===== config.mk =====
export PLATFORM = sky130hd
export DESIGN_NAME = blur_top
export DESIGN_NICKNAME = d
export VERILOG_FILES = /design/src/design/blur_pkg.sv /design/src/design/pixel_stream_if.sv /design/src/design/blur_stage.sv /design/src/design/blur_top.sv /design/src/design/downscale_store.sv /design/src/design/frame_intake.sv
export VERILOG_INCLUDE_DIRS = /design/src /design/src/design
export SDC_FILE = /design/constraint.sdc
export NUM_CORES = 1
export LEC_CHECK = 0
export ABC_AREA = 1
export BUFFER_PORTS_ARGS = -buffer_cell sky130_fd_sc_hd__buf_2
export CAP_MARGIN = 20
export CORE_ASPECT_RATIO = 0.6
export CORE_MARGIN = 2
export CORE_UTILIZATION = 50
export CTS_CLUSTER_SIZE = 14
export DETAILED_ROUTE_END_ITERATION = 10
export PLACE_DENSITY = 0.66
export SLEW_MARGIN = 30
export SYNTH_ARGS = -nofsm -noshare
export SYNTH_HDL_FRONTEND = slang
export SYNTH_SLANG_ARGS = --single-unit

===== constraint.sdc =====
create_clock -name clk_pixel -period 3.9 [get_ports clk_pixel]
set_input_delay 0.39 -clock clk_pixel [delete_from_list [all_inputs] [get_ports clk_pixel]]
set_output_delay 0.39 -clock clk_pixel [all_outputs]
set_load 0.05 [all_outputs]

===== src/design/blur_defs.svh =====
`ifndef BLUR_DEFS_SVH
`define BLUR_DEFS_SVH

// Frame geometry of the incoming stream
`define HRES 64
`define VRES 16

// Downscale factor is 2**SCALE_SHIFT in each direction
`define SCALE_SHIFT 2

// Blur stages chained between intake and store
`define NUM_BLUR 3

// Stored frame after decimation
`define FB_WIDTH (`HRES >> `SCALE_SHIFT)
`define FB_DEPTH (`FB_WIDTH * (`VRES >> `SCALE_SHIFT))

// Coordinate widths, as delivered by the camera side
`define HCOUNT_W 11
`define VCOUNT_W 10

`endif


===== src/design/blur_pkg.sv =====
package blur_pkg;

    `include "blur_defs.svh"

    // RGB565 pixel, red in the top bits
    typedef struct packed {
        logic [4:0] red;
        logic [5:0] green;
        logic [4:0] blue;
    } rgb565_t;

    typedef logic [`HCOUNT_W-1:0] hcount_t;  // Column index
    typedef logic [`VCOUNT_W-1:0] vcount_t;  // Row index

    // Address into the decimated frame buffer
    localparam int FB_ADDR_W = $clog2(`FB_DEPTH);
    typedef logic [FB_ADDR_W-1:0] fb_addr_t;

endpackage


===== src/design/pixel_stream_if.sv =====
`timescale 1ns/1ps

// Valid/ready pixel stream with its coordinates alongside
interface pixel_stream_if;

    logic              valid;
    logic              ready;
    blur_pkg::rgb565_t pixel;
    blur_pkg::hcount_t hcount;
    blur_pkg::vcount_t vcount;

    // Beat moves on a clock edge with valid and ready both high
    modport source (
        output valid,
        output pixel,
        output hcount,
        output vcount,
        input  ready
    );

    modport sink (
        input  valid,
        input  pixel,
        input  hcount,
        input  vcount,
        output ready
    );

endinterface


===== src/design/blur_stage.sv =====
`timescale 1ns/1ps

module blur_stage (
    input  logic           clk_pixel,
    input  logic           recent_reset,
    pixel_stream_if.sink   in_i,
    pixel_stream_if.source out_o
);

    blur_pkg::rgb565_t hist_early;  // Two pixels back
    blur_pkg::rgb565_t hist_late;   // One pixel back
    blur_pkg::rgb565_t early;
    blur_pkg::rgb565_t late;
    logic              accept;
    logic              row_start;

    // 1-2-1 weighted sum per channel, truncated divide by four
    function automatic blur_pkg::rgb565_t kernel(
        input blur_pkg::rgb565_t e,
        input blur_pkg::rgb565_t l,
        input blur_pkg::rgb565_t c
    );
        logic [6:0] r_sum;
        logic [7:0] g_sum;
        logic [6:0] b_sum;
        blur_pkg::rgb565_t res;
        r_sum = {2'b00, e.red} + {1'b0, l.red, 1'b0} + {2'b00, c.red};
        g_sum = {2'b00, e.green} + {1'b0, l.green, 1'b0} + {2'b00, c.green};
        b_sum = {2'b00, e.blue} + {1'b0, l.blue, 1'b0} + {2'b00, c.blue};
        res.red   = r_sum[6:2];
        res.green = g_sum[7:2];
        res.blue  = b_sum[6:2];
        return res;
    endfunction

    assign in_i.ready = !out_o.valid || out_o.ready;
    assign accept = in_i.valid && in_i.ready;
    assign row_start = (in_i.hcount == '0);

    // First pixel of a row stands in for its missing left neighbours
    assign early = row_start ? in_i.pixel : hist_early;
    assign late  = row_start ? in_i.pixel : hist_late;

    always_ff @(posedge clk_pixel) begin
        if (recent_reset) begin
            out_o.valid <= 1'b0;
        end else if (accept) begin
            out_o.valid <= 1'b1;
        end else if (out_o.ready) begin
            out_o.valid <= 1'b0;
        end
    end

    always_ff @(posedge clk_pixel) begin
        if (accept) begin
            out_o.pixel  <= kernel(early, late, in_i.pixel);
            out_o.hcount <= in_i.hcount;  // Coordinates ride along unchanged
            out_o.vcount <= in_i.vcount;
            hist_early   <= late;
            hist_late    <= in_i.pixel;
        end
    end

    // Output slot still holds the previous beat, so it gives the last hcount
    a_row_order: assert property (@(posedge clk_pixel) disable iff (recent_reset)
        accept && !row_start |-> in_i.hcount == out_o.hcount + 1)
        else $error("blur stage saw a gap or reorder within a row");

endmodule


===== src/design/blur_top.sv =====
`timescale 1ns/1ps
`include "blur_defs.svh"

module blur_top (
    input  logic               clk_pixel,
    input  logic               recent_reset,
    input  logic               pixel_valid_i,
    output logic               pixel_ready_o,
    input  logic [15:0]        pixel_data_i,
    input  logic [10:0]        hcount_i,
    input  logic [9:0]         vcount_i,
    input  blur_pkg::fb_addr_t rd_addr_i,
    output logic [15:0]        rd_data_o,
    output logic               frame_done_o
);

    // stream[0] leaves the intake, stream[NUM_BLUR] enters the store
    pixel_stream_if stream [`NUM_BLUR+1] ();

    frame_intake frame_intake_i (
        .clk_pixel     (clk_pixel),
        .recent_reset  (recent_reset),
        .pixel_valid_i (pixel_valid_i),
        .pixel_ready_o (pixel_ready_o),
        .pixel_data_i  (pixel_data_i),
        .hcount_i      (hcount_i),
        .vcount_i      (vcount_i),
        .out_o         (stream[0])
    );

    for (genvar k = 0; k < `NUM_BLUR; k++) begin : g_blur
        blur_stage blur_stage_i (
            .clk_pixel    (clk_pixel),
            .recent_reset (recent_reset),
            .in_i         (stream[k]),
            .out_o        (stream[k+1])
        );
    end

    downscale_store downscale_store_i (
        .clk_pixel    (clk_pixel),
        .recent_reset (recent_reset),
        .in_i         (stream[`NUM_BLUR]),
        .rd_addr_i    (rd_addr_i),
        .rd_data_o    (rd_data_o),
        .frame_done_o (frame_done_o)
    );

endmodule


===== src/design/downscale_store.sv =====
`timescale 1ns/1ps
`include "blur_defs.svh"

module downscale_store (
    input  logic               clk_pixel,
    input  logic               recent_reset,
    pixel_stream_if.sink       in_i,
    input  blur_pkg::fb_addr_t rd_addr_i,
    output blur_pkg::rgb565_t  rd_data_o,
    output logic               frame_done_o
);

    blur_pkg::rgb565_t  mem [`FB_DEPTH];
    logic               accept;
    logic               keep;
    logic               last_beat;
    logic               last_seen;
    logic [31:0]        addr_calc;
    logic               wr_en;
    blur_pkg::fb_addr_t wr_addr;
    blur_pkg::rgb565_t  wr_data;

    assign in_i.ready = 1'b1;  // Buffer never stalls
    assign accept = in_i.valid && in_i.ready;

    // Keep one pixel out of every SCALE x SCALE block
    assign keep = accept && (in_i.hcount[`SCALE_SHIFT-1:0] == '0)
        && (in_i.vcount[`SCALE_SHIFT-1:0] == '0);
    assign last_beat = accept && (in_i.hcount == `HRES - 1) && (in_i.vcount == `VRES - 1);

    assign addr_calc = 32'(in_i.hcount >> `SCALE_SHIFT)
        + `FB_WIDTH * 32'(in_i.vcount >> `SCALE_SHIFT);

    always_ff @(posedge clk_pixel) begin
        if (recent_reset) begin
            wr_en <= 1'b0;
        end else begin
            wr_en <= keep;
        end
    end

    always_ff @(posedge clk_pixel) begin
        if (keep) begin
            wr_addr <= blur_pkg::fb_addr_t'(addr_calc);
            wr_data <= in_i.pixel;
        end
    end

    // Write port and registered read port
    always_ff @(posedge clk_pixel) begin
        if (wr_en) begin
            mem[wr_addr] <= wr_data;
        end
        rd_data_o <= mem[rd_addr_i];
    end

    // Pulse lands one cycle behind the write slot of the last beat
    always_ff @(posedge clk_pixel) begin
        if (recent_reset) begin
            last_seen    <= 1'b0;
            frame_done_o <= 1'b0;
        end else begin
            last_seen    <= last_beat;
            frame_done_o <= last_seen;
        end
    end

    // Intake filtering has to keep every kept beat inside the buffer
    a_addr_range: assert property (@(posedge clk_pixel) disable iff (recent_reset)
        keep |-> addr_calc < `FB_DEPTH)
        else $error("frame buffer write address out of range");

endmodule


===== src/design/frame_intake.sv =====
`timescale 1ns/1ps
`include "blur_defs.svh"

module frame_intake (
    input  logic              clk_pixel,
    input  logic              recent_reset,
    input  logic              pixel_valid_i,
    output logic              pixel_ready_o,
    input  blur_pkg::rgb565_t pixel_data_i,
    input  blur_pkg::hcount_t hcount_i,
    input  blur_pkg::vcount_t vcount_i,
    pixel_stream_if.source    out_o
);

    logic accept;
    logic in_frame;

    assign pixel_ready_o = !out_o.valid || out_o.ready;  // Slot empty or draining now
    assign accept = pixel_valid_i && pixel_ready_o;
    assign in_frame = (hcount_i < `HRES) && (vcount_i < `VRES);

    // One-slot output register
    always_ff @(posedge clk_pixel) begin
        if (recent_reset) begin
            out_o.valid <= 1'b0;
        end else if (accept) begin
            out_o.valid <= in_frame;  // Off-frame beats are swallowed here
        end else if (out_o.ready) begin
            out_o.valid <= 1'b0;
        end
    end

    always_ff @(posedge clk_pixel) begin
        if (accept && in_frame) begin
            out_o.pixel  <= pixel_data_i;
            out_o.hcount <= hcount_i;
            out_o.vcount <= vcount_i;
        end
    end

    // A refused input beat must be offered again unchanged
    a_stall_hold: assert property (@(posedge clk_pixel) disable iff (recent_reset)
        pixel_valid_i && !pixel_ready_o |=> pixel_valid_i && $stable(pixel_data_i)
            && $stable(hcount_i) && $stable(vcount_i))
        else $error("pixel input changed while waiting for ready");

endmodule


Word level (Yosys, flattened, before mapping)
Memories as Yosys holds them, arrays and structs flattened. A register that Yosys moved wholly into a read port is not among the register bits.
Cells that the tools add are included.

word-level totals
  input bits = 46
  output and inout bits = 18
  memories = 1
  logic and storage cells = 97
  flip-flop bits (word level) = 273
  bits in writable memories = 1024

cells by class
  add/subtract/negate cells = 19
  order comparisons = 2
  reductions and logical operators = 12
  bitwise logic cells = 1
  multiplexer cells = 11
  equal/unequal tests = 2

memories
  memory                 depth  bits a word  rd ports  clocked after memory_dff  write ports  RTL line               RTL
  downscale_store_i.mem  64     16           1         1                         1            downscale_store.sv:13  blur_pkg::rgb565_t mem [`FB_DEPTH];

operator list
  cell                   number
  $mux W16               6
  $add A5 B6 Y7          6
  $add A7 B5 Y7          6
  $logic_not A11 Y1      3
  $add A6 B7 Y8          3
  $add A8 B6 Y8          3
  $eq A11 B6 Y1 const B  1
  $lt A11 B7 Y1 const B  1
  $eq A10 B4 Y1 const B  1
  $lt A10 B5 Y1 const B  1
  $add A6 B6 Y6          1
  $logic_and A1 B1 Y1    6
  $mux W1                5
  $logic_not A2 Y1       2
  $reduce_or A2 Y1       1
  $not A1 Y1             1

Depth between registers and ports, before layout
  depth in word-level cells = 4
  depth in mapped cells = 18
  gate-level depth less buffers = 17

Cells and area by module
Synthesis repeated with hierarchy kept, for this count alone.

second synthesis, totals
  cells, all modules = 4551
  area total of the unflattened synthesis = 54830.1 um2

by module, submodules not included
  module                                   area each (um2)  instances  cells an instance  seq. area each (um2)
  downscale_store                          42942.4          1          3565               31790.5
  blur_stage (g_blur[0].blur_stage_i ...)  3560.9           2          310                2092.0
  blur_stage (g_blur[2].blur_stage_i)      3549.7           1          310                2092.0
  frame_intake                             1216.2           1          56                 1131.1

Worst setup path after synthesis
Ideal clock, no wire load.

  path kind = register -> register
  start = register g_blur[1].blur_stage_i.out_o.hcount[9]
  end = register g_blur[2].blur_stage_i.out_o.pixel[14] (netlist name)
  arrival = 2.748 ns
  period minus slack after synthesis = 3.006 ns
  setup time = 0.258 ns
  path buffers = 1
  required time = 3.642 ns
  cell stages (with the launch flop) = 15
  setup slack = 0.894 ns
  path through = edfxtp_1 > or2_0 > nor3_2 > nand2_2 > buf_2 > nor2_1 > nor2_1 > fa_1 > nand2_1 > a21oi_2 > inv_1 > fa_1 > o21ai_0 > a21oi_1 > xnor2_1

on the way
  longest elaborated chain between the ends = 4
  elaborated cells between the ends (all ways) = 5
  those cells by class = 2 x add/sub; 2 x mux; 1 x reduce/logical

ends and longest elaborated chain
  element                             RTL line                            RTL
  start, declared                     pixel_stream_if.sv:16               output hcount,
  $logic_not A11 Y1 (*)               blur_stage.sv:38                    assign row_start = (in_i.hcount == '0);
  $mux W16, on equally long branches  blur_stage.sv:41, blur_stage.sv:42
  $add A5 B6 Y7 (*)                   blur_stage.sv:27                    r_sum = {2'b00, e.red} + {1'b0, l.red, 1'b0} + {2'b00, c.red};
  $add A7 B5 Y7 (*)                   blur_stage.sv:27

Every way passes the cells marked *; elsewhere a longest branch is shown, timed or not.
A chain may end at the register's enable or synchronous reset.

Worst setup path after layout
  start = register frame_intake_i.out_o.hcount[9]
  end = register g_blur[0].blur_stage_i.out_o.pixel[14] (netlist name)

on the way
  longest elaborated chain between the ends = 4
  elaborated cells between the ends (all ways) = 5
  those cells by class = 2 x add/sub; 2 x mux; 1 x reduce/logical

ends and longest elaborated chain
  element                             RTL line                            RTL
  start, declared                     pixel_stream_if.sv:16
  start signal, assigned              frame_intake.sv:36                  out_o.hcount <= hcount_i;
  $logic_not A11 Y1 (*)               blur_stage.sv:38
  $mux W16, on equally long branches  blur_stage.sv:41, blur_stage.sv:42
  $add A5 B6 Y7 (*)                   blur_stage.sv:27
  $add A7 B5 Y7 (*)                   blur_stage.sv:27

Marks and branches as above.

==> results.txt <==
- Result of the run: complete, no violations
* Final worst path period need: 3.52 ns
- For the final routed database, the setup TNS stands at 0 ns.
- For the pin with the worst max-slew slack, the measured transition is around 1.0 ns.
- Summing the sequential cell areas from Yosys gives between 70% and 80% of the chip area.
* Number of vias per cell: ~5.6
* Number of buffers inserted during clock tree synthesis: roughly 120
- Before CTS, the worst setup slack after placement is roughly 0.37 ns.
- The tool flagged a number of max-cap violations equal to 0.
- Dividing total power by cell area gives a power density of approximately 460 nW/um2.
- Simple-gate share of the synthesized area: between 15 and 20%
- Final slew viol count: 0
- CTS sink cnt: roughly 1300
- Of the total synthesized cell area, the portion taken by full adders, half adders and majority gates is between 2 and 3%.
- GRT Total Usage: about a quarter
- The repair_antennas step left the layout with diodes totalling 0.
* Clk Latency, worst-skew pair: around 0.75 ns
- Once routing completed, OpenROAD measured the worst setup slack at between 0.3 and 0.4 ns.
- Entering global routing, the biggest net connects around 120 pins.
* Top_reg_cell synth: edfxtp_1
- In this run the tightest slew margin relative to its limit is about 33%.
- The floorplan has 93 rows.
- The worst hold path passes through 3 cells.
- Synthesis produced a netlist whose cell count is 4528.
- The routed design has around 140000 um of wire.
- Data arrives at the worst endpoint at around 4 ns.
- Synthesized-area fraction occupied by xor and xnor cells: less than 1%
* Clock buffer depth: 3
- Post-Route Skew: around 0.034 ns
- Part of the cycle the worst path needs: roughly nine tenths
* First-pass iteration count of the detailed router: 6
* Number of enable-type register cells in the synthesized netlist: between 1000 and 1500
- VDD sags by at most about 360 uV.
- Floorplan die height: 260 um
- Worst hold start: rd_addr_i[5]
- Clock-pin slew was measured on the worst setup and hold paths at 0.06 ns.
* Worst-case register-to-register setup slack: around 0.38 ns
- The initial utilization of the core area, before any placement, comes to between 50% and 60%.
* Number of I/O pins: 64
- Number of post-CTS setup repair buffers: 0
* Share of layout cells above drive strength 1: ~8.3%
* Netlist area before placement: 54600 um2
- From synthesis to final layout, the design area changed by 11.3%.
* Post-Route Utilization: 56.4%
- Endpoint type of the worst setup path: flop
- Highest-count cells in the layout ignoring fill and taps: nand2_1, edfxtp_1, nand3_1
- CTS root buf: clkbuf_16
- The die is 431 um wide.
* Number of levels the H-tree was split into: 3
- The detail route stage leaves a number of antenna-violating nets equal to 0.
- Overflow left after global routing: 0
* Required arrival time at the worst endpoint: roughly 4.4 ns
- By area, the combinational part of the netlist is dominated by simple AND/OR/NAND/NOR gates.
- Routed wire per std cell: roughly 22 um
- Summed over all cells, the static leakage comes to approximately 23 nW.
* Initial antenna violation count: 2
* Number of remaining DRC errors: 0
* DP HPWL: around 80000 um
* Reg2reg end: g_blur[0].blur_stage_i.out_o.pixel[14]
* Nets: around 4800
* Multiplexer area fraction after synthesis: 0%
* Worst reg2reg startpoint: frame_intake_i.out_o.hcount[9]
- TritonCTS clock tree: built
- The worst setup path is launched from a flop.
- The detailed router finished its first iteration with around 4400 violations.
- The die covers about 110000 um2.
- The floorplan step defined a core boundary enclosing around 110000 um2.
* Maximum fanout along the worst path: 18
- Number of fill cells: 8719
- Path category of the worst min-delay check: input port to flop
- The worst setup path is of the flop to flop kind.
- The path with the worst hold slack has its endpoint at downscale_store_i.rd_data_o[5].
- The synthesized netlist devotes less than 1% of its cell area to compound gates.
* Final hold violation count: 0
- IO buf count: 62
- Synthesis-stage register bit count: roughly 1300
* Number of setup violations in the final report: 0
- Design Power: 0.0280 W
* Fraction of registers with async set/reset: 0%
- Max Freq: about 280 MHz
* Average cell area after synthesis: between 10 and 15 um2
- Total nets after synthesis: between 4000 and 5000
- Measured in cells, the most critical reg-to-reg path has a length of 15.
* Most common cell after layout, fill and taps aside: nand2_1
- The number of global-route vias before repair came to between 30000 and 40000.
- Setup repair after global routing missed its margin: no
* Global-route wire length before repair: approximately 200000 um
- During synthesis, Yosys emitted a total of 0 warnings.
- The detailed router placed 34435 vias in this run.
* Synth cell types: 39
* GPL Wtd Cong: 0.849
==> through the flow <==
stage          cells  instance area (um2)  hold slack [ns]
5_1_grt         6173                60700            0.281
6_report        6173                60700            0.280
4_1_cts         6170                60700            0.247
3_3_place_gp    5919                56600            0.401
2_1_floorplan   4528                54600            0.388
3_5_place_dp    5921                56600            0.405
==> state kept, by name, indices dropped and copies added (netlist names), 3 cells and up <==
signal                            flops
frame_intake_i.out_o.hcount          11
g_blur.blur_stage_i.hist_early       48
downscale_store_i.wr_addr             6
g_blur.blur_stage_i.out_o.pixel      48
downscale_store_i.wr_data            16
downscale_store_i.rd_data_o          16
g_blur.blur_stage_i.out_o.vcount     30
g_blur.blur_stage_i.out_o.hcount     33
g_blur.blur_stage_i.hist_late        48
g_blur.blur_stage_i.out_o.valid       3
frame_intake_i.out_o.vcount          10
downscale_store_i.mem              1024
frame_intake_i.out_o.pixel           16
==> cell usage after synthesis, types with 8 or more instances <==
master	count	area [um2]
nand3_1	887	4440
o21ai_0	37	185
xnor2_1	12	105
buf_2	134	671
clkbuf_1	25	93.8
edfxtp_1	1290	38700
ha_1	40	500
buf_6	51	574
fa_1	48	961
xor2_1	8	70.1
inv_1	216	811
nand4_1	13	81.3
buf_4	22	165
nor4_1	12	75.1
dfxtp_1	23	460
nor2_1	112	420
nand2_1	1499	5630
nand3b_1	9	67.6
a21oi_1	39	195
==> where the power goes <==
part / internal [W] / leakage (nW) / switching, W
Sequential: 0.0153 / 11.8 / 0.00000939
Clock: 0.00631 / 1.81 / 0.00511
Combinational: 0.000351 / 9.07 / 0.000947
==> per-layer routing <==
metal	wire length (um)	vias up	global-route usage, %
met4	2940	0	5.96
met1	61200	16620	38.3
met5	0	-	0
met3	15300	192	5.89
met2	56200	1671	33.6
li1	-	15952	-
==> cell type report <==
cell class	count	area [um2]	area share (%)
Sequential cell	1313	39200	64.6
Multi-Input combinational cell	2754	13100	21.5
Clock buffer	153	3090	5.09
Timing Repair Buffer	250	2130	3.51
Tap cell	1425	1780	2.94
Inverter	221	857	1.41
Clock inverter	57	609	1.00
==> worst max-delay path by stage <==
stage                                                      start                                endpoint  slack [ns]  depth (start not counted)
final                             frame_intake_i.out_o.hcount[9]  g_blur[0].blur_stage_i.out_o.pixel[14]        0.38                         15
after CTS                         frame_intake_i.out_o.hcount[9]  g_blur[0].blur_stage_i.out_o.pixel[14]        0.33                         15
after detailed placement          frame_intake_i.out_o.hcount[9]  g_blur[0].blur_stage_i.out_o.pixel[14]        0.37                         15
after floorplan           g_blur[1].blur_stage_i.out_o.hcount[9]  g_blur[2].blur_stage_i.out_o.pixel[14]        0.89                         14
after global placement            frame_intake_i.out_o.hcount[9]   g_blur[0].blur_stage_i.out_o.pixel[9]        0.38                         15
after global routing      g_blur[1].blur_stage_i.out_o.hcount[9]   g_blur[2].blur_stage_i.out_o.pixel[9]        0.06                         15
==> kinds of logic after synthesis <==
logic type	Yosys count
compound gates	93
xor+xnor	20
fa+ha+maj	88
buf+inv	461
flops	1313
other cells	1
simple gates	2552
==> worst max-delay path: stages, from the launching register on <==
cell,delay [ns]
edfxtp_1,0.37
or2_0,0.23
nor3_1,0.21
nand2_1,0.31
inv_1,0.30
buf_4,0.26
nand2_1,0.09
nand2_1,0.09
fa_1,0.41
nand2_1,0.08
a21oi_1,0.06
fa_1,0.47
a21oi_1,0.15
nor2_1,0.06
nor2_1,0.11
xnor2_1,0.07
==> timing repair <==
| action | in CTS | in global routing |
|---|---|---|
| hold buffers | 39 | 0 |
| endpoints found under the setup margin | 0 | 1 |
| hold endpoints to repair | 43 | 0 |
| gates resized for setup | 0 | 1 |
No activity file was read; power rests on OpenSTA's default activity.
